===== config.mk =====
export PLATFORM = sky130hd
export DESIGN_NAME = kalman_ram
export DESIGN_NICKNAME = d
export VERILOG_FILES = /design/src/kalman_pkg.sv /design/src/kalman_ram.sv
export SDC_FILE = /design/constraint.sdc
export NUM_CORES = 1
export LEC_CHECK = 0
export BUFFER_PORTS_ARGS = -buffer_cell sky130_fd_sc_hd__buf_2
export CORE_AREA = 2 2 371 410
export CTS_CLUSTER_SIZE = 28
export DETAILED_ROUTE_END_ITERATION = 16
export DIE_AREA = 0 0 373 412
export GPL_TIMING_DRIVEN = 0
export MAX_ROUTING_LAYER = met4
export PLACE_DENSITY = 0.56
export SLEW_MARGIN = 20
export SYNTH_ARGS = -nofsm -noshare
export SYNTH_HDL_FRONTEND = slang
export SYNTH_SLANG_ARGS = --single-unit

===== constraint.sdc =====
create_clock -name clk_i -period 2.2 [get_ports clk_i]
set_input_delay 0.22 -clock clk_i [delete_from_list [all_inputs] [get_ports clk_i]]
set_output_delay 0.22 -clock clk_i [all_outputs]
set_load 0.03 [all_outputs]

===== src/kalman_pkg.sv =====
package kalman_pkg;

	localparam int HARMONICS_NUM = 4;
	localparam int SERIES_NUM = 3;
	localparam int FRAC_BITS = 16;
	localparam int WORD_BITS = 18;

	localparam int STATE_ADDR_BITS = 6;
	localparam int COEF_ADDR_BITS = 5;

	// State memory holds one block per series
	localparam int STATE_SERIES_STRIDE = 16;
	localparam int STATE_SLOTS = 3;
	localparam int STATE_COMMON_BASE = 12;

	// Coefficients are shared by all series, inputs follow the harmonic table
	localparam int COEF_SLOTS = 4;
	localparam int COEF_INPUT_BASE = 16;

	// Address generator roles
	localparam int ROLE_STATE_A = 0;
	localparam int ROLE_STATE_B = 1;
	localparam int ROLE_COEF = 2;

	typedef logic signed [WORD_BITS-1:0] word_t;
	typedef logic [STATE_ADDR_BITS-1:0] state_addr_t;
	typedef logic [COEF_ADDR_BITS-1:0] coef_addr_t;
	typedef logic [1:0] harm_idx_t;
	typedef logic [1:0] series_idx_t;

	typedef enum logic [3:0] {
		SLOT_X1,
		SLOT_X2,
		SLOT_AMP,
		SLOT_SUM,
		SLOT_ERR,
		SLOT_COS,
		SLOT_SIN,
		SLOT_K1,
		SLOT_K2,
		SLOT_INP
	} slot_e;

	typedef enum logic [2:0] {
		OP_NOP,
		OP_ROT_X1,
		OP_ROT_X2,
		OP_CLR_SUM,
		OP_ERR,
		OP_AMP,
		OP_COR_X1,
		OP_COR_X2
	} op_e;

	typedef struct packed {
		op_e op;
		harm_idx_t harm;
		series_idx_t series;
	} micro_op_t;

	typedef struct packed {
		logic valid;
		state_addr_t addr;
		word_t data;
	} state_wr_t;

	// mem_sel high selects the coefficient memory
	typedef struct packed {
		logic valid;
		logic mem_sel;
		state_addr_t addr;
		word_t data;
	} host_wr_t;

	// Offset of a per-harmonic word within its harmonic record
	function automatic int slot_offset(slot_e slot);
		case (slot)
			SLOT_X2, SLOT_SIN: return 1;
			SLOT_AMP, SLOT_K1: return 2;
			SLOT_K2: return 3;
			default: return 0;
		endcase
	endfunction

endpackage


===== src/kalman_ram.sv =====
`timescale 1ns/1ps

module kalman_ram #(
	parameter int ADDR_BITS = 6
) (
	input logic clk_i,
	input logic we_i,
	input logic [ADDR_BITS-1:0] waddr_i,
	input kalman_pkg::word_t wdata_i,
	input logic [ADDR_BITS-1:0] raddr_i,
	output kalman_pkg::word_t rdata_o
);
	import kalman_pkg::*;

	word_t mem [2**ADDR_BITS];

	// Read returns the old word when both ports hit the same address
	always_ff @(posedge clk_i) begin
		if (we_i)
			mem[waddr_i] <= wdata_i;
		rdata_o <= mem[raddr_i];
	end

endmodule


-- Word level (Yosys, flattened, before mapping)
Memory sizes are Yosys's and may differ from the RTL's. A register that Yosys moved wholly into a read port is not among the register bits.
Index checks and enable logic that the tools add are counted.
- word-level logic and storage cells: 3
- input bits: 32
- memories kept: 1
- flip-flop bits (word level): 0
- latch bits: 0
- bits in writable memories: 1152
- memory bits (read-only): 0
- memories (name ; depth ; bits a word ; read ports ; clocked after memory_dff ; wr ports ; line ; RTL):
    mem ; 64 ; 18 ; 1 ; 1 ; 1 ; kalman_ram.sv:15 ; word_t mem [2**ADDR_BITS];
- reduce and logical (&&, ||, !) cells: 0
- shift operators: 0
- $mul: 0
- div/mod/pow operators: 0
- mux-type cells: 2
- order comparisons: 0
- equal/unequal tests: 0
- bitwise operators: 0
- add/sub/neg operators: 0
- operators with widths (kind ; count):
    1-bit 2-to-1 mux ; 2

-- Logic depth before layout (Yosys ltp)
- word-level depth: 2
- gate-level depth with buffers: 9

-- Least setup slack after synthesis
No wires, ideal clock.
- path type: input to register
- start point: input port waddr_i[3]
- end point: memory mem[48][0] in the netlist's numbering, enable pin
- setup time: 0.416 ns
- arrival: 2.006 ns
- buffers on the path: 1
- required time: 1.784 ns
- cell stages on the path: 4
- path slack: -0.222 ns
- path through: clkbuf_1 -> nor2b_1 -> nand4b_1 -> nor3_1
- RTL lines (item ; line ; RTL):
    start: declaration ; kalman_ram.sv:8 ; input logic [ADDR_BITS-1:0] waddr_i,
    end: declaration ; kalman_ram.sv:15 ;
Straight into the memory's write port.

==> impl_metrics.json <==
{
  "dr.pass1.iters": 5,
  "intPower_mw": 36.7,
  "p_per_area_mw_per_mm2": 894,
  "syn_to_final_growth_pct": 17.4,
  "synth_adder_area_share": 0,
  "synth_compound_area_frac": 0.0181,
  "p_total_mw": 46.8,
  "nets": 2183,
  "slew_violations": 0,
  "wl_per_cell_um": 27.4,
  "placed_area_mm2": 0.0482,
  "min-delay-start": "wdata_i[9]",
  "gp_congestion": 0.882,
  "power_frac_clock": 0.417,
  "violations": "setup timing",
  "grt_usage": 0.153,
  "synth-seq-area-share": 0.783,
  "synth_area_leaders": "edfxtp_1 (78%), mux4_2 (15%), mux2i_1 (1.3%), dfxtp_1 (0.81%), nor2_1 (0.76%)",
  "cts_buffer_depth": 3,
  "postCtsHoldBufs": 0,
  "power_frac_comb": 0.055,
  "fin_setup_tns_ps": -61.7,
  "holdWs_ps": 24.7,
  "layout_setup_ws_ps": -36.1,
  "cts_root_buf": "clkbuf_16",
  "rsz0062_at_grt": "true",
  "portBuffers": 41,
  "ys_types": 34,
  "synth_top_family_by_area": "multiplexers",
  "ff_latch_area_mm2": 0.0350,
  "path_clk_slew_ps": 60,
  "synth_xor_area_frac": 0,
  "max_freq_mhz": 447,
  "synth_simple_gate_area_frac": 0.0169,
  "dpl.hpwl_mm": 73.7,
  "syn-num-nets": 1989,
  "status": "finished, violations left",
  "overflow": 0,
  "r2r-end": "rdata_o[6]",
  "hold_violations": 0,
  "start_util": 0.299,
  "switching_share": 0.215,
  "period_needed_ps": 2240,
  "synthArstFlopShare": 0,
  "synth_seq_cells": 1170,
  "clock_skew_ps": 24.8,
  "grt_pass1_vias": 21646,
  "yosys.area.top_type": "edfxtp_1",
  "core_mm2": 0.149,
  "cts_tree": "done",
  "maxCapViolCount": 0,
  "clock-sinks": 1170,
  "fp.dieW_um": 373,
  "antenna_found_initial": 15,
  "r2r_cells": 5,
  "final_antenna_net_count": 0,
  "r2r_slack_ps": 60,
  "leakagePower_nw": 16.0,
  "hold_path_depth": 1,
  "wl_mm": 116,
  "required_ps": 2730,
  "vias": 21121,
  "design.die.area_mm2": 0.154,
  "clock_latency_ps": 710,
  "htreeDepth": 3,
  "fin_util": 0.351,
  "ys.flop_type": "edfxtp_1",
  "power.switching_mw": 10.1,
  "startpoint_type": "primary input",
  "fill_cells": 13623,
  "grt_pass1_wl_mm": 163,
  "synth_top_area_share": 0.775,
  "p_seq_frac": 0.528,
  "critical_path_class": "primary input to register",
  "syn_area_mm2": 0.0446,
  "drc": 0,
  "peakVddDrop_uv": 728,
  "vias_per_cell": 5.00,
  "multiInputGateArea_mm2": 0.00961,
  "die_y_um": 412,
  "yosys_warnings": 0,
  "worst_pin_slew_ps": 1050,
  "synthMuxAreaShare": 0.168,
  "placed_cells": 3981,
  "hp-class": "primary input to register",
  "synth.most_common_cell": "edfxtp_1",
  "setup_viol": 2,
  "worst_ep_arrival_time_ps": 2770,
  "grt_max_degree": 65,
  "numCtsBuffers": 117,
  "netlist_instances": 1957,
  "drive_gt1_frac": 0.319,
  "drt-initial-drc-count": 2149,
  "path_max_fanout": 10,
  "crit_path_end_kind": "register",
  "synth.avg_cell_area_um2": 22.8,
  "r2r_start": "mem[37][6]",
  "synth_edf_count": 1152,
  "slew_headroom": 0.300,
  "pin_count": 50,
  "min_to": "mem[2][9]",
  "fin_area_mm2": 0.0524,
  "instances_no_fill": 4227,
  "fin_crit_sh": 1.02,
  "pre_cts_ws_ps": -2010,
  "yosys-top-cells-count": "edfxtp_1 (1152), mux4_2 (300), nor2_1 (90)",
  "rows": 149
}
[how the worst max path moves through the flow]
stage,cells past startpoint,end,from
6_report,8,rdata_o[6],raddr_i[3]
5_1_grt,8,rdata_o[6],raddr_i[3]
4_1_cts,9,rdata_o[3],raddr_i[1]
3_5_place_dp,7,rdata_o[4],raddr_i[2]
3_3_place_gp,7,rdata_o[4],raddr_i[2]
2_1_floorplan,4,mem[39][0],waddr_i[5]
[per-layer routing]
layer	global-route usage	vias to the layer above	share of wire
li1	-	8739	-
met1	0.192	11351	0.40
met2	0.248	836	0.49
met3	0.0320	195	0.073
met4	0.0498	0	0.037
met5	-	-	0
[critical path, stage by stage]
cell and delay (ps):
buf_2 170, buf_2 380, clkbuf_1 550, mux4_2 340, o22ai_2 120, a211oi_1 280
nand2_1 240, o21ai_1 450
[repair_timing]
action / in CTS / in global routing
pin swaps: 4 / 10
setup buffers: 4 / 10
setup endpoints to repair: 113 / 177
gates resized for setup: 46 / 11
[power by group through the flow]
| stage | Sequential, mW | Combinational, mW | Clock, mW |
|---|---|---|---|
| after floorplan | 25.3 | 1.23 | 0 |
| after global placement | 25.2 | 2.45 | 0 |
| after detailed placement | 25.2 | 2.55 | 0 |
| after CTS | 24.7 | 2.59 | 19.8 |
| after global routing | 24.7 | 2.71 | 20.6 |
| final | 24.7 | 2.59 | 19.5 |
[flip-flops by register name, summed over array words and instances, names as in the netlist]
register / cells
rdata_o: 18
mem: 1152
[layout by cell type, fill, tap and decap left out, types with 9 or more instances in the layout]
cell type     n
bufinv_16    10
clkbuf_16   117
edfxtp_1   1152
a21oi_1      30
buf_6        15
buf_16       10
o21ai_0      26
mux2i_1      52
o22ai_1      24
buf_12       12
a211oi_1     17
o21ai_1      19
dfxtp_1      18
nor3_1       11
or3_1        12
nor2_4       56
buf_2        51
buf_4        43
nor2_1       28
mux2_2       12
mux4_2      300
nand2_1      22
clkbuf_2      9
clkinv_1     23
diode_2      13
o21ai_2      10
clkbuf_1     60
clkinv_2     23
[final cells by class]
cell class	count	share of cell area
well taps	1963	0.0469
clock buffers	154	0.0599
clock inverters	65	0.0118
plain buffers	107	0.0127
diodes	13	0.000621
flip-flops and latches	1170	0.667
repair buffers	75	0.0174
multi-input cells	680	0.183
[cell families after synthesis]
family / after synthesis
buf+inv: 107
compound gates: 140
flops: 1170
simple gates: 168
mux: 372
Note: power is estimated with default switching activity, not from simulation.
