===== src/kalman_pkg.sv =====
package kalman_pkg;

	localparam int HARMONICS_NUM = 4;
	localparam int SERIES_NUM = 3;
	localparam int FRAC_BITS = 16;
	localparam int WORD_BITS = 18;

	localparam int STATE_ADDR_BITS = 6;
	localparam int COEF_ADDR_BITS = 5;

	// State memory holds one block per series
	localparam int STATE_SERIES_STRIDE = 16;
	localparam int STATE_SLOTS = 3;
	localparam int STATE_COMMON_BASE = 12;

	// Coefficients are shared by all series, inputs follow the harmonic table
	localparam int COEF_SLOTS = 4;
	localparam int COEF_INPUT_BASE = 16;

	// Address generator roles
	localparam int ROLE_STATE_A = 0;
	localparam int ROLE_STATE_B = 1;
	localparam int ROLE_COEF = 2;

	typedef logic signed [WORD_BITS-1:0] word_t;
	typedef logic [STATE_ADDR_BITS-1:0] state_addr_t;
	typedef logic [COEF_ADDR_BITS-1:0] coef_addr_t;
	typedef logic [1:0] harm_idx_t;
	typedef logic [1:0] series_idx_t;

	typedef enum logic [3:0] {
		SLOT_X1,
		SLOT_X2,
		SLOT_AMP,
		SLOT_SUM,
		SLOT_ERR,
		SLOT_COS,
		SLOT_SIN,
		SLOT_K1,
		SLOT_K2,
		SLOT_INP
	} slot_e;

	typedef enum logic [2:0] {
		OP_NOP,
		OP_ROT_X1,
		OP_ROT_X2,
		OP_CLR_SUM,
		OP_ERR,
		OP_AMP,
		OP_COR_X1,
		OP_COR_X2
	} op_e;

	typedef struct packed {
		op_e op;
		harm_idx_t harm;
		series_idx_t series;
	} micro_op_t;

	typedef struct packed {
		logic valid;
		state_addr_t addr;
		word_t data;
	} state_wr_t;

	// mem_sel high selects the coefficient memory
	typedef struct packed {
		logic valid;
		logic mem_sel;
		state_addr_t addr;
		word_t data;
	} host_wr_t;

	// Offset of a per-harmonic word within its harmonic record
	function automatic int slot_offset(slot_e slot);
		case (slot)
			SLOT_X2, SLOT_SIN: return 1;
			SLOT_AMP, SLOT_K1: return 2;
			SLOT_K2: return 3;
			default: return 0;
		endcase
	endfunction

endpackage


===== src/kalman_sequencer.sv =====
`timescale 1ns/1ps

module kalman_sequencer (
	input logic clk_i,
	input logic harmonics_rst,
	input logic start_i,
	output kalman_pkg::micro_op_t op_o,
	output logic busy_o
);
	import kalman_pkg::*;

	typedef enum logic [2:0] {
		ST_IDLE,
		ST_ROTATE,
		ST_ERROR,
		ST_CORRECT,
		ST_DRAIN
	} state_e;

	state_e state_q;
	logic [1:0] step_q;
	harm_idx_t harm_q;
	series_idx_t series_q;
	logic harm_last;
	logic series_last;

	assign harm_last = harm_q == harm_idx_t'(HARMONICS_NUM - 1);
	assign series_last = series_q == series_idx_t'(SERIES_NUM - 1);
	assign busy_o = state_q != ST_IDLE;

	always_ff @(posedge clk_i) begin
		if (harmonics_rst) begin
			state_q <= ST_IDLE;
			step_q <= '0;
			harm_q <= '0;
			series_q <= '0;
		end else begin
			case (state_q)
				ST_IDLE: begin
					step_q <= '0;
					harm_q <= '0;
					series_q <= '0;
					if (start_i)
						state_q <= ST_ROTATE;
				end
				ST_ROTATE: begin
					if (step_q == 2'd2) begin
						step_q <= '0;
						if (harm_last) begin
							harm_q <= '0;
							state_q <= ST_ERROR;
						end else begin
							harm_q <= harm_q + 1'b1;
						end
					end else begin
						step_q <= step_q + 1'b1;
					end
				end
				ST_ERROR: begin
					if (step_q == 2'd1) begin
						step_q <= '0;
						state_q <= ST_CORRECT;
					end else begin
						step_q <= step_q + 1'b1;
					end
				end
				ST_CORRECT: begin
					if (step_q == 2'd2) begin
						step_q <= '0;
						if (harm_last) begin
							harm_q <= '0;
							if (series_last) begin
								state_q <= ST_DRAIN;
							end else begin
								series_q <= series_q + 1'b1;
								state_q <= ST_ROTATE;
							end
						end else begin
							harm_q <= harm_q + 1'b1;
						end
					end else begin
						step_q <= step_q + 1'b1;
					end
				end
				default: begin
					// Three idle cycles let the last write-backs leave the MAC
					if (step_q == 2'd2) begin
						step_q <= '0;
						state_q <= ST_IDLE;
					end else begin
						step_q <= step_q + 1'b1;
					end
				end
			endcase
		end
	end

	// Step 0 of each rotation is a NOP so the sine can be fetched ahead of the cosine
	always_comb begin
		op_o.op = OP_NOP;
		op_o.harm = harm_q;
		op_o.series = series_q;
		case (state_q)
			ST_ROTATE: begin
				if (step_q == 2'd1)
					op_o.op = OP_ROT_X1;
				else if (step_q == 2'd2)
					op_o.op = OP_ROT_X2;
			end
			ST_ERROR: begin
				op_o.op = (step_q == 2'd0) ? OP_ERR : OP_CLR_SUM;
			end
			ST_CORRECT: begin
				if (step_q == 2'd0)
					op_o.op = OP_AMP;
				else if (step_q == 2'd1)
					op_o.op = OP_COR_X1;
				else
					op_o.op = OP_COR_X2;
			end
			default: op_o.op = OP_NOP;
		endcase
	end

endmodule


===== config.mk =====
export PLATFORM = sky130hd
export DESIGN_NAME = kalman_sequencer
export DESIGN_NICKNAME = d
export VERILOG_FILES = /design/src/kalman_pkg.sv /design/src/kalman_sequencer.sv
export SDC_FILE = /design/constraint.sdc
export NUM_CORES = 1
export LEC_CHECK = 0
export ABC_AREA = 1
export BUFFER_PORTS_ARGS = -buffer_cell sky130_fd_sc_hd__buf_2
export CAP_MARGIN = 20
export CORE_AREA = 2 2 39 41
export CTS_CLUSTER_SIZE = 12
export DETAILED_ROUTE_END_ITERATION = 8
export DIE_AREA = 0 0 41 43
export GPL_ROUTABILITY_DRIVEN = 0
export PLACE_DENSITY_LB_ADDON = 0.3
export SETUP_SLACK_MARGIN = 0.4
export SLEW_MARGIN = 20
export SYNTH_ARGS = -nofsm -noshare
export SYNTH_HDL_FRONTEND = slang
export SYNTH_SLANG_ARGS = --single-unit

===== constraint.sdc =====
create_clock -name clk_i -period 2.48 [get_ports clk_i]
set_input_delay 0 -clock clk_i [delete_from_list [all_inputs] [get_ports clk_i]]
set_output_delay 0 -clock clk_i [all_outputs]
set_load 0.02 [all_outputs]

=== After elaboration in Yosys (flattened, before gate mapping) ===
Index checks and enable logic that the tools add are counted.
W data, S select, Z words.

* Register bits: 9
* Input port bits: 3
* Output and inout bits: 8
* Logic and storage cells: 57

* Reductions and logical operators: 10
* Mux-type cells: 25
* Equal/unequal tests: 15
* $add $sub $neg: 3

{| class="wikitable"
|+ Operators by type and width
! operator !! count
|-
| $mux W3 || 9
|-
| $mux W2 || 10
|-
| $ne A2 B2 Y1 const B || 7
|-
| $pmux W2 S2 || 3
|-
| $pmux W3 S4 || 1
|-
| $pmux W3 S3 || 1
|-
| $reduce_and A7 Y1 || 1
|-
| $add A2 B1 Y2 const B || 3
|-
| $eq A2 B2 Y1 const B || 3
|-
| $eq A3 B2 Y1 const B || 2
|-
| $reduce_bool A3 Y1 || 2
|-
| $reduce_and A4 Y1 || 1
|-
| $reduce_bool A2 Y1 || 2
|-
| $eq A3 B1 Y1 const B || 1
|-
| $logic_not A3 Y1 || 1
|-
| $eq A2 B1 Y1 const B || 1
|-
| $logic_not A2 Y1 || 1
|-
| $ne A2 B1 Y1 const B || 1
|-
| $reduce_and A2 Y1 || 1
|-
| $reduce_or A2 Y1 || 1
|-
| $mux W1 || 1
|}

=== Depth between registers and ports, before layout ===
Gate-level depths: netlist of the first run.

* Depth in word-level cells: 5
* Depth in mapped cells: 9
* Mapped depth without buffers: 9

=== Worst setup path after synthesis of the first run ===
Ideal clock, no wire load.

* Path type: reg-to-reg
* Start point: register series_q[0]
* End point: register series_q[0]
* Clock period less this slack: 1.219 ns
* Cell stages (with the launch flop): 9
* Buffers on the path: 0
* Arrival: 1.106 ns
* Setup time: 0.113 ns
* Slack: 1.261 ns
* Required time: 2.367 ns
* Cells stage by stage: dfxtp_1 > inv_1 > ha_1 > inv_1 > nand2_2 > nand2_1 > nand2_2 > o21ai_1 > nor2_1

* Word-level cells in the longest chain between the ends: 5
* Elaborated cells on any way between the ends: 8
* Those cells by class: 1 x add/sub; 2 x eq/ne; 4 x mux; 1 x reduce/logical

{| class="wikitable"
|+ RTL lines
! element !! RTL line !! text
|-
| from (decl) || kalman_sequencer.sv:23 || <nowiki>series_idx_t series_q;</nowiki>
|-
| from (signal assigned) || kalman_sequencer.sv:75 || <nowiki>series_q <= series_q + 1'b1;</nowiki>
|-
| $add A2 B1 Y2 || kalman_sequencer.sv:75 ||
|-
| $mux W2 || kalman_sequencer.sv:72 || <nowiki>if (series_last) begin</nowiki>
|-
| $mux W2 || kalman_sequencer.sv:70 || <nowiki>if (harm_last) begin</nowiki>
|-
| $mux W2 || kalman_sequencer.sv:68 || <nowiki>if (step_q == 2'd2) begin</nowiki>
|-
| $pmux W2 S2 || kalman_sequencer.sv:38 || <nowiki>case (state_q)</nowiki>
|}

Several ways; a longest one is shown, not always the timed one. The select of a mux whose other input is x is not followed.
A chain may end at the register's enable or synchronous reset.

==> results of run 1 <==
## worst reg2reg max path, stage by stage, from the launching register on
cell	delay, ns
sky130_fd_sc_hd__dfxtp_1	0.38
sky130_fd_sc_hd__inv_1	0.10
sky130_fd_sc_hd__nor2_1	0.23
sky130_fd_sc_hd__nand2_1	0.08
sky130_fd_sc_hd__nand2_1	0.11
sky130_fd_sc_hd__o21ai_1	0.07
sky130_fd_sc_hd__o21ai_0	0.08
sky130_fd_sc_hd__nor2_1	0.05
## layout make-up
type,instances,area (sq um)
multi-input cells,66,328
inverters,15,57.6
flip-flops and latches,9,180
clock buffers,4,26.3
fillers,147,712
well taps,16,20.0
repair buffers,11,60.1
## power by group through the flow
stage          registers, uW  clock network [uW]  logic [uW]
6_report                 272                 115         663
5_1_grt                  282                 127         754
4_1_cts                  273                 120         668
3_5_place_dp             276                   0         664
3_3_place_gp             274                   0         664
2_1_floorplan            298                   0         495
## path summary, 6_finish.rpt
check | end | start | cells after the start
worst max register to register | harm_q[0] | state_q[0] | 7
worst min register to register | step_q[0] | step_q[1] | 1
worst max-delay path | op_o[5] | state_q[0] | 5
worst min-delay path | state_q[2] | start_i | 6
## cell families after synthesis
logic type               share of synthesized area (%)
AO/OA/AOI/OAI                                     11.7
adder cells (fa/ha/maj)                           4.42
buffers and inverters                             10.2
flip-flops                                        31.9
AND/OR/NAND/NOR                                   41.8
## placed cells by master, fill, tap and decap left out, types with 3 or more instances in the layout
cell type and n:
sky130_fd_sc_hd__clkbuf_4 3, sky130_fd_sc_hd__o21ai_0 3, sky130_fd_sc_hd__o21ai_1 4, sky130_fd_sc_hd__nand2_2 5, sky130_fd_sc_hd__nand3_1 4, sky130_fd_sc_hd__a21oi_1 3
sky130_fd_sc_hd__inv_1 12, sky130_fd_sc_hd__buf_2 10, sky130_fd_sc_hd__nand2_1 22, sky130_fd_sc_hd__nor2_1 18, sky130_fd_sc_hd__dfxtp_1 9
## per-stage QoR
step / hold WS (ns) / util (%) / worst slack, ns
5_1_grt: 0.224 / 48.6 / 0.896
3_5_place_dp: 0.193 / 45.9 / 1.28
3_3_place_gp: 0.190 / 45.9 / 1.28
2_1_floorplan: 0.0691 / - / 1.26
4_1_cts: 0.199 / 48.6 / 0.994
6_report: 0.204 / 48.6 / 0.999
## routing by layer
| layer | GRT usage, % | vias up | share of wire [%] | routed length [microns] |
|---|---|---|---|---|
| li1 | - | 312 | - | - |
| met5 | 0 | - | 0 | 0 |
| met2 | 20.3 | 8 | 47 | 521 |
| met4 | 6.00 | 0 | 0.98 | 11 |
| met3 | 4.71 | 2 | 3.9 | 44 |
| met1 | 23.5 | 252 | 48 | 541 |
## cells in the mapped netlist
library cell / number / share of area (%)
sky130_fd_sc_hd__nand2_1: 22 / 15
sky130_fd_sc_hd__dfxtp_1: 9 / 32
sky130_fd_sc_hd__a21oi_1: 3 / 2.7
sky130_fd_sc_hd__nand3_4: 1 / 3.1
sky130_fd_sc_hd__nand3_1: 4 / 3.5
sky130_fd_sc_hd__nor2_4: 1 / 2.0
sky130_fd_sc_hd__o221ai_1: 1 / 1.5
sky130_fd_sc_hd__o211ai_1: 1 / 1.3
sky130_fd_sc_hd__nand2_2: 5 / 5.5
sky130_fd_sc_hd__inv_1: 12 / 8.0
sky130_fd_sc_hd__clkinv_2: 1 / 0.88
sky130_fd_sc_hd__inv_2: 2 / 1.3
sky130_fd_sc_hd__nor2_2: 1 / 1.1
sky130_fd_sc_hd__o21ai_0: 3 / 2.7
sky130_fd_sc_hd__nor2_1: 18 / 12
sky130_fd_sc_hd__ha_1: 2 / 4.4
sky130_fd_sc_hd__o21ai_1: 4 / 3.5
## sequential cells by signal (all words and copies together) (netlist names)
signal / cells
series_q: 2
harm_q: 2
step_q: 2
state_q: 3
==> key figures, run 1 <==
Setup path
  • Register-to-register setup slack: 1.27 ns
  • Worst-path maximum fanout: 4
  • Ordered list of cells on the worst path: inv_1 -> nor2_1 -> nand2_1 -> o221ai_1 -> buf_2
  • Startpoint types: flop
  • Arr. time, crit path: 1.48 ns
  • Crit path max-delay cell type: sky130_fd_sc_hd__dfxtp_1
  • Buf+Inv Stages, Crit Path: 2
  • Critical path endpoint category: output pin
  • Kind of critical path: flop to output pin
  • Cell type group with the largest total delay on the critical path: flip-flops
  • Required arrival time at the worst endpoint: 2.48 ns
  • Maximum single-stage delay on the critical path: 0.38 ns

Placement
  • Input/output buffers: 10
  • Dpl cell area: 636 sq um
  • Placed Instances: 116
  • Half-perimeter wire length after detailed placement: 914 microns

Routing
  • Post-route DRC violation count: 0
  • Remaining number of nets flagged by the antenna check after routing: 0
  • Initial DRT Pass Iterations: 4
  • Routed via count divided by cell count: 4.74
  • Vias post-DR: 574
  • Wire per inst: 9.24 microns
  • Total Routed Length: 1120 microns
  • Iteration-0 DRC count of the detailed router: 6

Power
  • Relative contribution of combinational cells to total power: 63.1%
  • Maximum VDD drop: 0.718 mV
  • Pwr/cell area: 1560 nW/um^2
  • Switching Share: 53.1%
  • Post-layout total power: 1050 uW
  • Sw Pwr: 558 uW
  • Sequential Power Share: 25.9%
  • Leakage Power: 0.000349 uW
  • Power share of the clock group: 11.0%
  • Internal power: 493 uW

Floorplan
  • Ports: 11
  • Standard cell core area: 1380 sq um
  • Overall die area: 1760 sq um
  • Floorplan die width: 41 microns
  • Std cell rows: 14
  • Vertical extent of the die: 43 microns
  • Effective utilization at floorplan: 40.9%

GRT
  • Antenna violations before repair: 0
  • First-pass GRT wire length: 1880 microns
  • Number of global-route vias before repair: 467
  • Gr ovfl total: 0
  • Maximum number of pins on one net before global-route repair: 8
  • GR Util All Layers: 15.6%

Layout
  • Final std cells w/o fill: 121
  • Finished layout cell area: 672 sq um
  • Antenna Diode Count: 0
  • Area overhead of the layout relative to synthesis: 18.8%
  • Number of nets in the final layout: 111
  • Ratio of cells with drive above 1 in the final layout: 22.9%

Clock tree
  • Post_cts resized: 0
  • Clock slew at the register clock pins of the worst setup and hold paths: 0.06 ns
  • Cts-stage hold buffer count: 1
  • Buffers from clock root to sink, at most: 2
  • Number of buffers added by the clock tree synthesis step: 3
  • CTS Sinks: 9
  • Root Buffer: sky130_fd_sc_hd__clkbuf_4
  • Number of levels the H-tree was split into: 1
  • Clock latency at the later pin of the worst-skew pair: 0.26 ns
  • TritonCTS clock tree: built
  • Buffers inserted during post-CTS setup optimization: 0

Synth
  • Mapped cell area: 566 sq um
  • Post-synthesis register bit count: 9
  • Distinct cell type count after synthesis: 17
  • Synth warnings: 0
  • Cells after Synth: 90
  • Number of nets produced by synthesis: 95
  • Sequential fraction of the synthesis area: 31.9%
  • Synthesized area per cell: 6.28 sq um

STA
  • Unrepaired setup endpoints after global routing: false
  • Fin. max-slew vios: 0
  • Max Freq: 0.675 GHz
  • Final critical delay including setup and external delays: 1.48 ns
  • Total count of hold-check failures in the final report: 0
  • Skew final: 0.00161 ns
  • Normalized max-slew margin: 82.6%
  • Final-layout setup total negative slack: 0 ns
  • Worst-Margin Slew: 0.260 ns
  • Share of the clock period used by the worst path: 59.7%
  • Final number of setup-violating endpoints: 0

Worst hold path
  • Hold WC Path Type: input port to flop

Flow run
  • Max-cap violations: 0

Status
  • Status: finished, final reports clean
(Power assumes the default switching activity.)
==> run 2, diff against run 1 <==
--- a/config.mk
+++ b/config.mk
@@ -5,7 +5,7 @@
 export SDC_FILE = /design/constraint.sdc
 export NUM_CORES = 1
 export LEC_CHECK = 0
-export ABC_AREA = 1
+export ABC_AREA = 0
 export BUFFER_PORTS_ARGS = -buffer_cell sky130_fd_sc_hd__buf_2
 export CAP_MARGIN = 20
 export CORE_AREA = 2 2 39 41
==> constraint.sdc (replaced) <==
create_clock -name clk_i -period 1.45 [get_ports clk_i]
set_input_delay 0 -clock clk_i [delete_from_list [all_inputs] [get_ports clk_i]]
set_output_delay 0 -clock clk_i [all_outputs]
set_load 0.02 [all_outputs]
==> key figures, run 2 <==
STA
  • Final critical delay including setup and external delays: 1.35 ns
  • Normalized max-slew margin: 76.8%
  • Worst hold-check slack: 0.0254 ns
  • Unrepaired setup endpoints after global routing: true
  • Worst-Margin Slew: 0.347 ns
  • Fin. max-slew vios: 0
  • Final-layout setup total negative slack: 0 ns
  • Share of the clock period used by the worst path: 93.0%
  • Total count of hold-check failures in the final report: 0
  • Final number of setup-violating endpoints: 0
  • Max Freq: 0.741 GHz
  • Skew final: 0.00864 ns

Floorplan
  • Effective utilization at floorplan: 41.6%
  • Floorplan die width: 41 microns
  • Std cell rows: 14
  • Vertical extent of the die: 43 microns
  • Overall die area: 1760 sq um
  • Standard cell core area: 1380 sq um
  • Ports: 11

Routing
  • Post-route DRC violation count: 0
  • Remaining number of nets flagged by the antenna check after routing: 0
  • Top layer in use: met4
  • Met3 Wirelength: 87 microns
  • Routed metal-1 wire length: 670 microns
  • Wire per inst: 14.6 microns
  • Iteration-0 DRC count of the detailed router: 18
  • Routed length on met2: 821 microns
  • Initial DRT Pass Iterations: 4
  • Vias post-DR: 596
  • Total Routed Length: 1600 microns
  • Routed via count divided by cell count: 5.47

Placement
  • Input/output buffers: 10
  • Half-perimeter wire length after detailed placement: 973 microns

Setup path
  • Required arrival time at the worst endpoint: 1.61 ns
  • Startpoint types: flop
  • Critical path endpoint category: flop
  • Arr. time, crit path: 1.51 ns
  • Kind of critical path: flop to flop
  • Worst-path maximum fanout: 4

Clock tree
  • Number of buffers added by the clock tree synthesis step: 3
  • CTS Sinks: 9
  • Clock latency at the later pin of the worst-skew pair: 0.26 ns
  • TritonCTS clock tree: built
  • Clock slew at the register clock pins of the worst setup and hold paths: 0.07 ns
  • Cts-stage hold buffer count: 0
  • Buffers from clock root to sink, at most: 2
  • Number of levels the H-tree was split into: 1
  • Root Buffer: sky130_fd_sc_hd__clkbuf_4

Synth
  • Area contributors post-synth: sky130_fd_sc_hd__dfxtp_1 31%, sky130_fd_sc_hd__nor2_1 7.8%, sky130_fd_sc_hd__a21oi_1 6.1%
  • Top FF cell, synth: sky130_fd_sc_hd__dfxtp_1
  • Async set or reset register ratio after synthesis: 0%
  • Most frequent cell after synthesis: sky130_fd_sc_hd__nor2_1
  • Distinct cell type count after synthesis: 29
  • Synth warnings: 0
  • Number of nets produced by synthesis: 76
  • Synthesized area per cell: 8.11 sq um
  • Post-synthesis register bit count: 9
  • Post-synth top area share: 31.3%
  • Most numerous cell types in the synthesized netlist: 12 x sky130_fd_sc_hd__nor2_1, 9 x sky130_fd_sc_hd__dfxtp_1, 7 x sky130_fd_sc_hd__a21oi_1
  • Sequential fraction of the synthesis area: 31.3%
  • Biggest area consumer among synthesized cells: sky130_fd_sc_hd__dfxtp_1
  • Cells after Synth: 71
  • Count of flip-flops with a built-in enable after synthesis: 0
  • Mapped cell area: 576 sq um

Layout
  • Area overhead of the layout relative to synthesis: 59.3%
  • Number of flip-flops under the largest register name: 3
  • Commonest non-fill, non-tap cells in the layout: 9 x sky130_fd_sc_hd__nor2_1, 8 x sky130_fd_sc_hd__buf_4, 7 x sky130_fd_sc_hd__buf_6
  • Number of nets in the final layout: 99
  • Ratio of cells with drive above 1 in the final layout: 63.4%
  • Antenna Diode Count: 0
  • Leading cell type in the layout, fill and taps excluded: sky130_fd_sc_hd__nor2_1
  • Register ranked first by flip-flop count: state_q

GRT
  • Maximum number of pins on one net before global-route repair: 10
  • Number of global-route vias before repair: 545
  • GR Util All Layers: 19.7%
  • First-pass GRT wire length: 2350 microns
  • Antenna violations before repair: 0
  • Gr ovfl total: 0

Power
  • Leakage Power: 0.000363 uW
  • Pwr/cell area: 612 nW/um^2
  • Maximum VDD drop: 0.412 mV

Status
  • Status: finished, final reports clean

Worst hold path
  • Hold WC Path Type: input port to flop

Flow run
  • Max-cap violations: 0
-- run 2: cell types whose count changed in the layout (fill, tap and decap cells not counted), sizes merged, moves of 2 or more --
cell / change
nor3: +3
inv: -11
nor2b: +2
nand2b: +4
nor2: -7
nand3: -5
a21oi: +4
o21ai: -4
mux2i: +2
buf: +12
nand2: -22
or3: +2
a22o: +3
-- run 2: kinds of logic (layout without fill, tap and decap cells) --
kind of cell | Yosys count | after routing | share of synthesized area [%]
fa+ha+maj | 2 | 2 | 4.35
flops | 9 | 9 | 31.3
compound gates | 17 | 17 | 22.0
simple gates | 34 | 34 | 32.4
mux | 2 | 2 | 3.48
buf+inv | 7 | 29 | 6.52
-- run 2: cell type report --
type | instances | area (sq um)
Multi-Input combinational cell | 55 | 473
Fill cell | 117 | 467
Sequential cell | 9 | 203
Timing Repair Buffer | 22 | 184
Clock buffer | 4 | 26.3
Tap cell | 16 | 20.0
Inverter | 3 | 11.3
-- run 2: where the power goes --
group	switching, uW	internal (uW)	leakage (uW)
clock	90.0	106	0.0000150
combinational	55.7	57.3	0.000270
sequential	7.91	244	0.0000782
-- run 2: critical path, stage by stage (launching register included) --
cell and delay [ns]:
sky130_fd_sc_hd__dfxtp_4 0.35, sky130_fd_sc_hd__inv_2 0.04, sky130_fd_sc_hd__ha_4 0.16, sky130_fd_sc_hd__o41ai_4 0.43, sky130_fd_sc_hd__nor2_2 0.05, sky130_fd_sc_hd__a22o_1 0.21
-- run 2: timing repair --
item	in CTS	in global routing
pin swaps	8	6
resized for setup	26	16
buffers inserted	5	3
setup endpoints to repair	12	12
cloned	1	0
endpoints found under the hold margin	0	0
-- run 2: worst paths after layout --
path	end	cells after the start	slack, ns	from
setup / recovery	series_q[0]	5	0.10	series_q[0]
hold / removal	state_q[1]	2	0.03	harmonics_rst
setup reg to reg	series_q[0]	5	0.10	series_q[0]
hold reg to reg	step_q[0]	1	0.47	step_q[0]
-- run 2: metal layers --
| layer | GRT usage [%] | vias up |
|---|---|---|
| met4 | 10.0 | 0 |
| met2 | 31.6 | 24 |
| met1 | 23.9 | 275 |
| met5 | 0 | - |
| met3 | 3.14 | 4 |
| li1 | - | 293 |
-- run 2: through the flow --
stage / power [uW] / worst slack, ns / instances / util (%) / instance area [sq um]
2_1_floorplan: 313 / 0.102 / 71 / - / 634
3_3_place_gp: 324 / 0.0994 / 96 / 50.3 / 696
3_5_place_dp: 326 / 0.0671 / 96 / 50.3 / 696
4_1_cts: 534 / 0.0950 / 106 / 60.5 / 837
5_1_grt: 579 / 0.0382 / 109 / 66.3 / 917
6_report: 561 / 0.101 / 109 / 66.3 / 917
==> run 3, diff against run 2 <==
--- a/config.mk
+++ b/config.mk
@@ -14,7 +14,7 @@
 export DIE_AREA = 0 0 41 43
 export GPL_ROUTABILITY_DRIVEN = 0
 export PLACE_DENSITY_LB_ADDON = 0.3
-export SETUP_SLACK_MARGIN = 0.4
+export SETUP_SLACK_MARGIN = 0.5
 export SLEW_MARGIN = 20
 export SYNTH_ARGS = -nofsm -noshare
 export SYNTH_HDL_FRONTEND = slang
==> key figures, run 3 (same netlist as run 2, synthesis figures left out) <==
Routing
  • Vias post-DR: 589
  • Routed via count divided by cell count: 5.26
  • Initial DRT Pass Iterations: 4
  • Total Routed Length: 1550 microns
  • Remaining number of nets flagged by the antenna check after routing: 0
  • Post-route DRC violation count: 0
  • Iteration-0 DRC count of the detailed router: 6
  • Wire per inst: 13.8 microns

Clock tree
  • Number of buffers added by the clock tree synthesis step: 3
  • Number of levels the H-tree was split into: 1
  • Root Buffer: sky130_fd_sc_hd__clkbuf_4
  • TritonCTS clock tree: built
  • CTS Sinks: 9
  • Clock slew at the register clock pins of the worst setup and hold paths: 0.06 ns
  • Clock latency at the later pin of the worst-skew pair: 0.26 ns
  • Buffers from clock root to sink, at most: 2

Placement
  • Worst Setup Slack post-DPL: 0.0744 ns
  • Half-perimeter wire length after detailed placement: 955 microns
  • Input/output buffers: 10
  • Dpl cell area: 718 sq um
  • Placed Instances: 98

GRT
  • GR Util All Layers: 21.5%
  • Maximum number of pins on one net before global-route repair: 12
  • First-pass GRT wire length: 2530 microns
  • Antenna violations before repair: 0
  • Number of global-route vias before repair: 548
  • Gr ovfl total: 0

Setup path
  • Required arrival time at the worst endpoint: 1.60 ns
  • Startpoint types: flop
  • Origin of the critical flop-to-flop path: series_q[0]
  • Depth of the worst register-to-register path: 5
  • Critical path endpoint category: flop
  • Worst-path maximum fanout: 4
  • Kind of critical path: flop to flop
  • Register-to-register setup slack: 0.11 ns
  • Arr. time, crit path: 1.49 ns
  • FF-to-FF End: series_q[0]

STA
  • Total count of hold-check failures in the final report: 0
  • Fin. max-slew vios: 0
  • Post-route worst setup slack: 0.111 ns
  • Normalized max-slew margin: 77.5%
  • Final-layout setup total negative slack: 0 ns
  • Final critical delay including setup and external delays: 1.34 ns
  • Share of the clock period used by the worst path: 92.3%
  • Final number of setup-violating endpoints: 0
  • Max Freq: 0.747 GHz
  • Worst-Margin Slew: 0.336 ns
  • Unrepaired setup endpoints after global routing: true
  • Skew final: 0.00580 ns

Power
  • Power share of the clock group: 34.3%
  • Maximum VDD drop: 0.541 mV
  • Pwr/cell area: 577 nW/um^2
  • Internal power: 410 uW
  • Switching Share: 26.5%
  • Sequential Power Share: 44.9%
  • Leakage Power: 0.000390 uW
  • Sw Pwr: 148 uW
  • Relative contribution of combinational cells to total power: 20.8%

Floorplan
  • Standard cell core area: 1380 sq um
  • Vertical extent of the die: 43 microns
  • Std cell rows: 14
  • Floorplan die width: 41 microns
  • Ports: 11
  • Effective utilization at floorplan: 41.6%
  • Overall die area: 1760 sq um

Layout
  • Finished layout cell area: 966 sq um
  • Commonest non-fill, non-tap cells in the layout: 10 x sky130_fd_sc_hd__nor2_1, 10 x sky130_fd_sc_hd__buf_4, 7 x sky130_fd_sc_hd__buf_6
  • Final std cells w/o fill: 112
  • Register ranked first by flip-flop count: state_q
  • Area overhead of the layout relative to synthesis: 67.8%
  • Number of flip-flops under the largest register name: 3
  • Fraction of the core area covered by cells at the end of the flow: 69.8%
  • Ratio of cells with drive above 1 in the final layout: 63.5%
  • Number of nets in the final layout: 102
  • Antenna Diode Count: 0

Worst hold path
  • Hold WC Path Type: input port to flop
  • Depth of the worst hold-timing path: 2
  • End point of the most critical hold path: step_q[1]
  • Worst Hold Launch: harmonics_rst

Status
  • Status: finished, final reports clean

Flow run
  • Max-cap violations: 0
-- run 3: how the worst max path moves through the flow --
stage / from / to / slack [ns] / cells after the start
floorplan: harm_q[1] / series_q[1] / 0.10 / 5
global placement: harm_q[0] / series_q[0] / 0.11 / 5
detailed placement: harm_q[0] / series_q[0] / 0.07 / 5
CTS: series_q[0] / series_q[0] / 0.09 / 5
global route: series_q[0] / series_q[0] / 0.04 / 5
finish: series_q[0] / series_q[0] / 0.11 / 5
-- run 3: worst max-delay path: stages (launching register included) --
cell	delay, ns
sky130_fd_sc_hd__dfxtp_4	0.37
sky130_fd_sc_hd__inv_4	0.04
sky130_fd_sc_hd__ha_4	0.16
sky130_fd_sc_hd__o41ai_4	0.42
sky130_fd_sc_hd__nor2_2	0.05
sky130_fd_sc_hd__a22o_1	0.20
-- run 3: per-layer routing --
metal  part of all wire [%]  global-route usage [%]  vias up
met1                     44                    26.8      278
met2                     52                    32.5       13
met4                      0                    12.0        0
met3                    3.4                    4.71        0
li1                       -                       -      298
met5                      0                       0        -
-- run 3: power by group through the flow --
stage | clock [uW] | combinational [uW] | sequential, uW
6_report | 191 | 116 | 250
5_1_grt | 222 | 123 | 251
4_1_cts | 204 | 92.4 | 252
3_5_place_dp | 0 | 71.8 | 256
3_3_place_gp | 0 | 70.8 | 256
2_1_floorplan | 0 | 56.9 | 256
-- run 3: what timing repair did --
item	CTS	global route
buffers inserted	7	2
gates cloned	0	0
hold buffers	0	1
hold endpoints to repair	0	1
gates resized for setup	22	20
pin swaps	6	7
endpoints found under the setup margin	13	13
-- run 3: cell type report --
type	count	area, sq um
clock buffers	4	26.3
fillers	116	418
inverters	3	16.3
multi-input cells	55	487
flip-flops and latches	9	203
well taps	16	20.0
repair buffers	25	214
-- run 3: stage by stage --
stage	hold WS [ns]	power (uW)
2_1_floorplan	0.292	313
5_1_grt	0.0351	596
6_report	0.0270	557
3_5_place_dp	0.300	328
3_3_place_gp	0.293	327
4_1_cts	0.00906	548
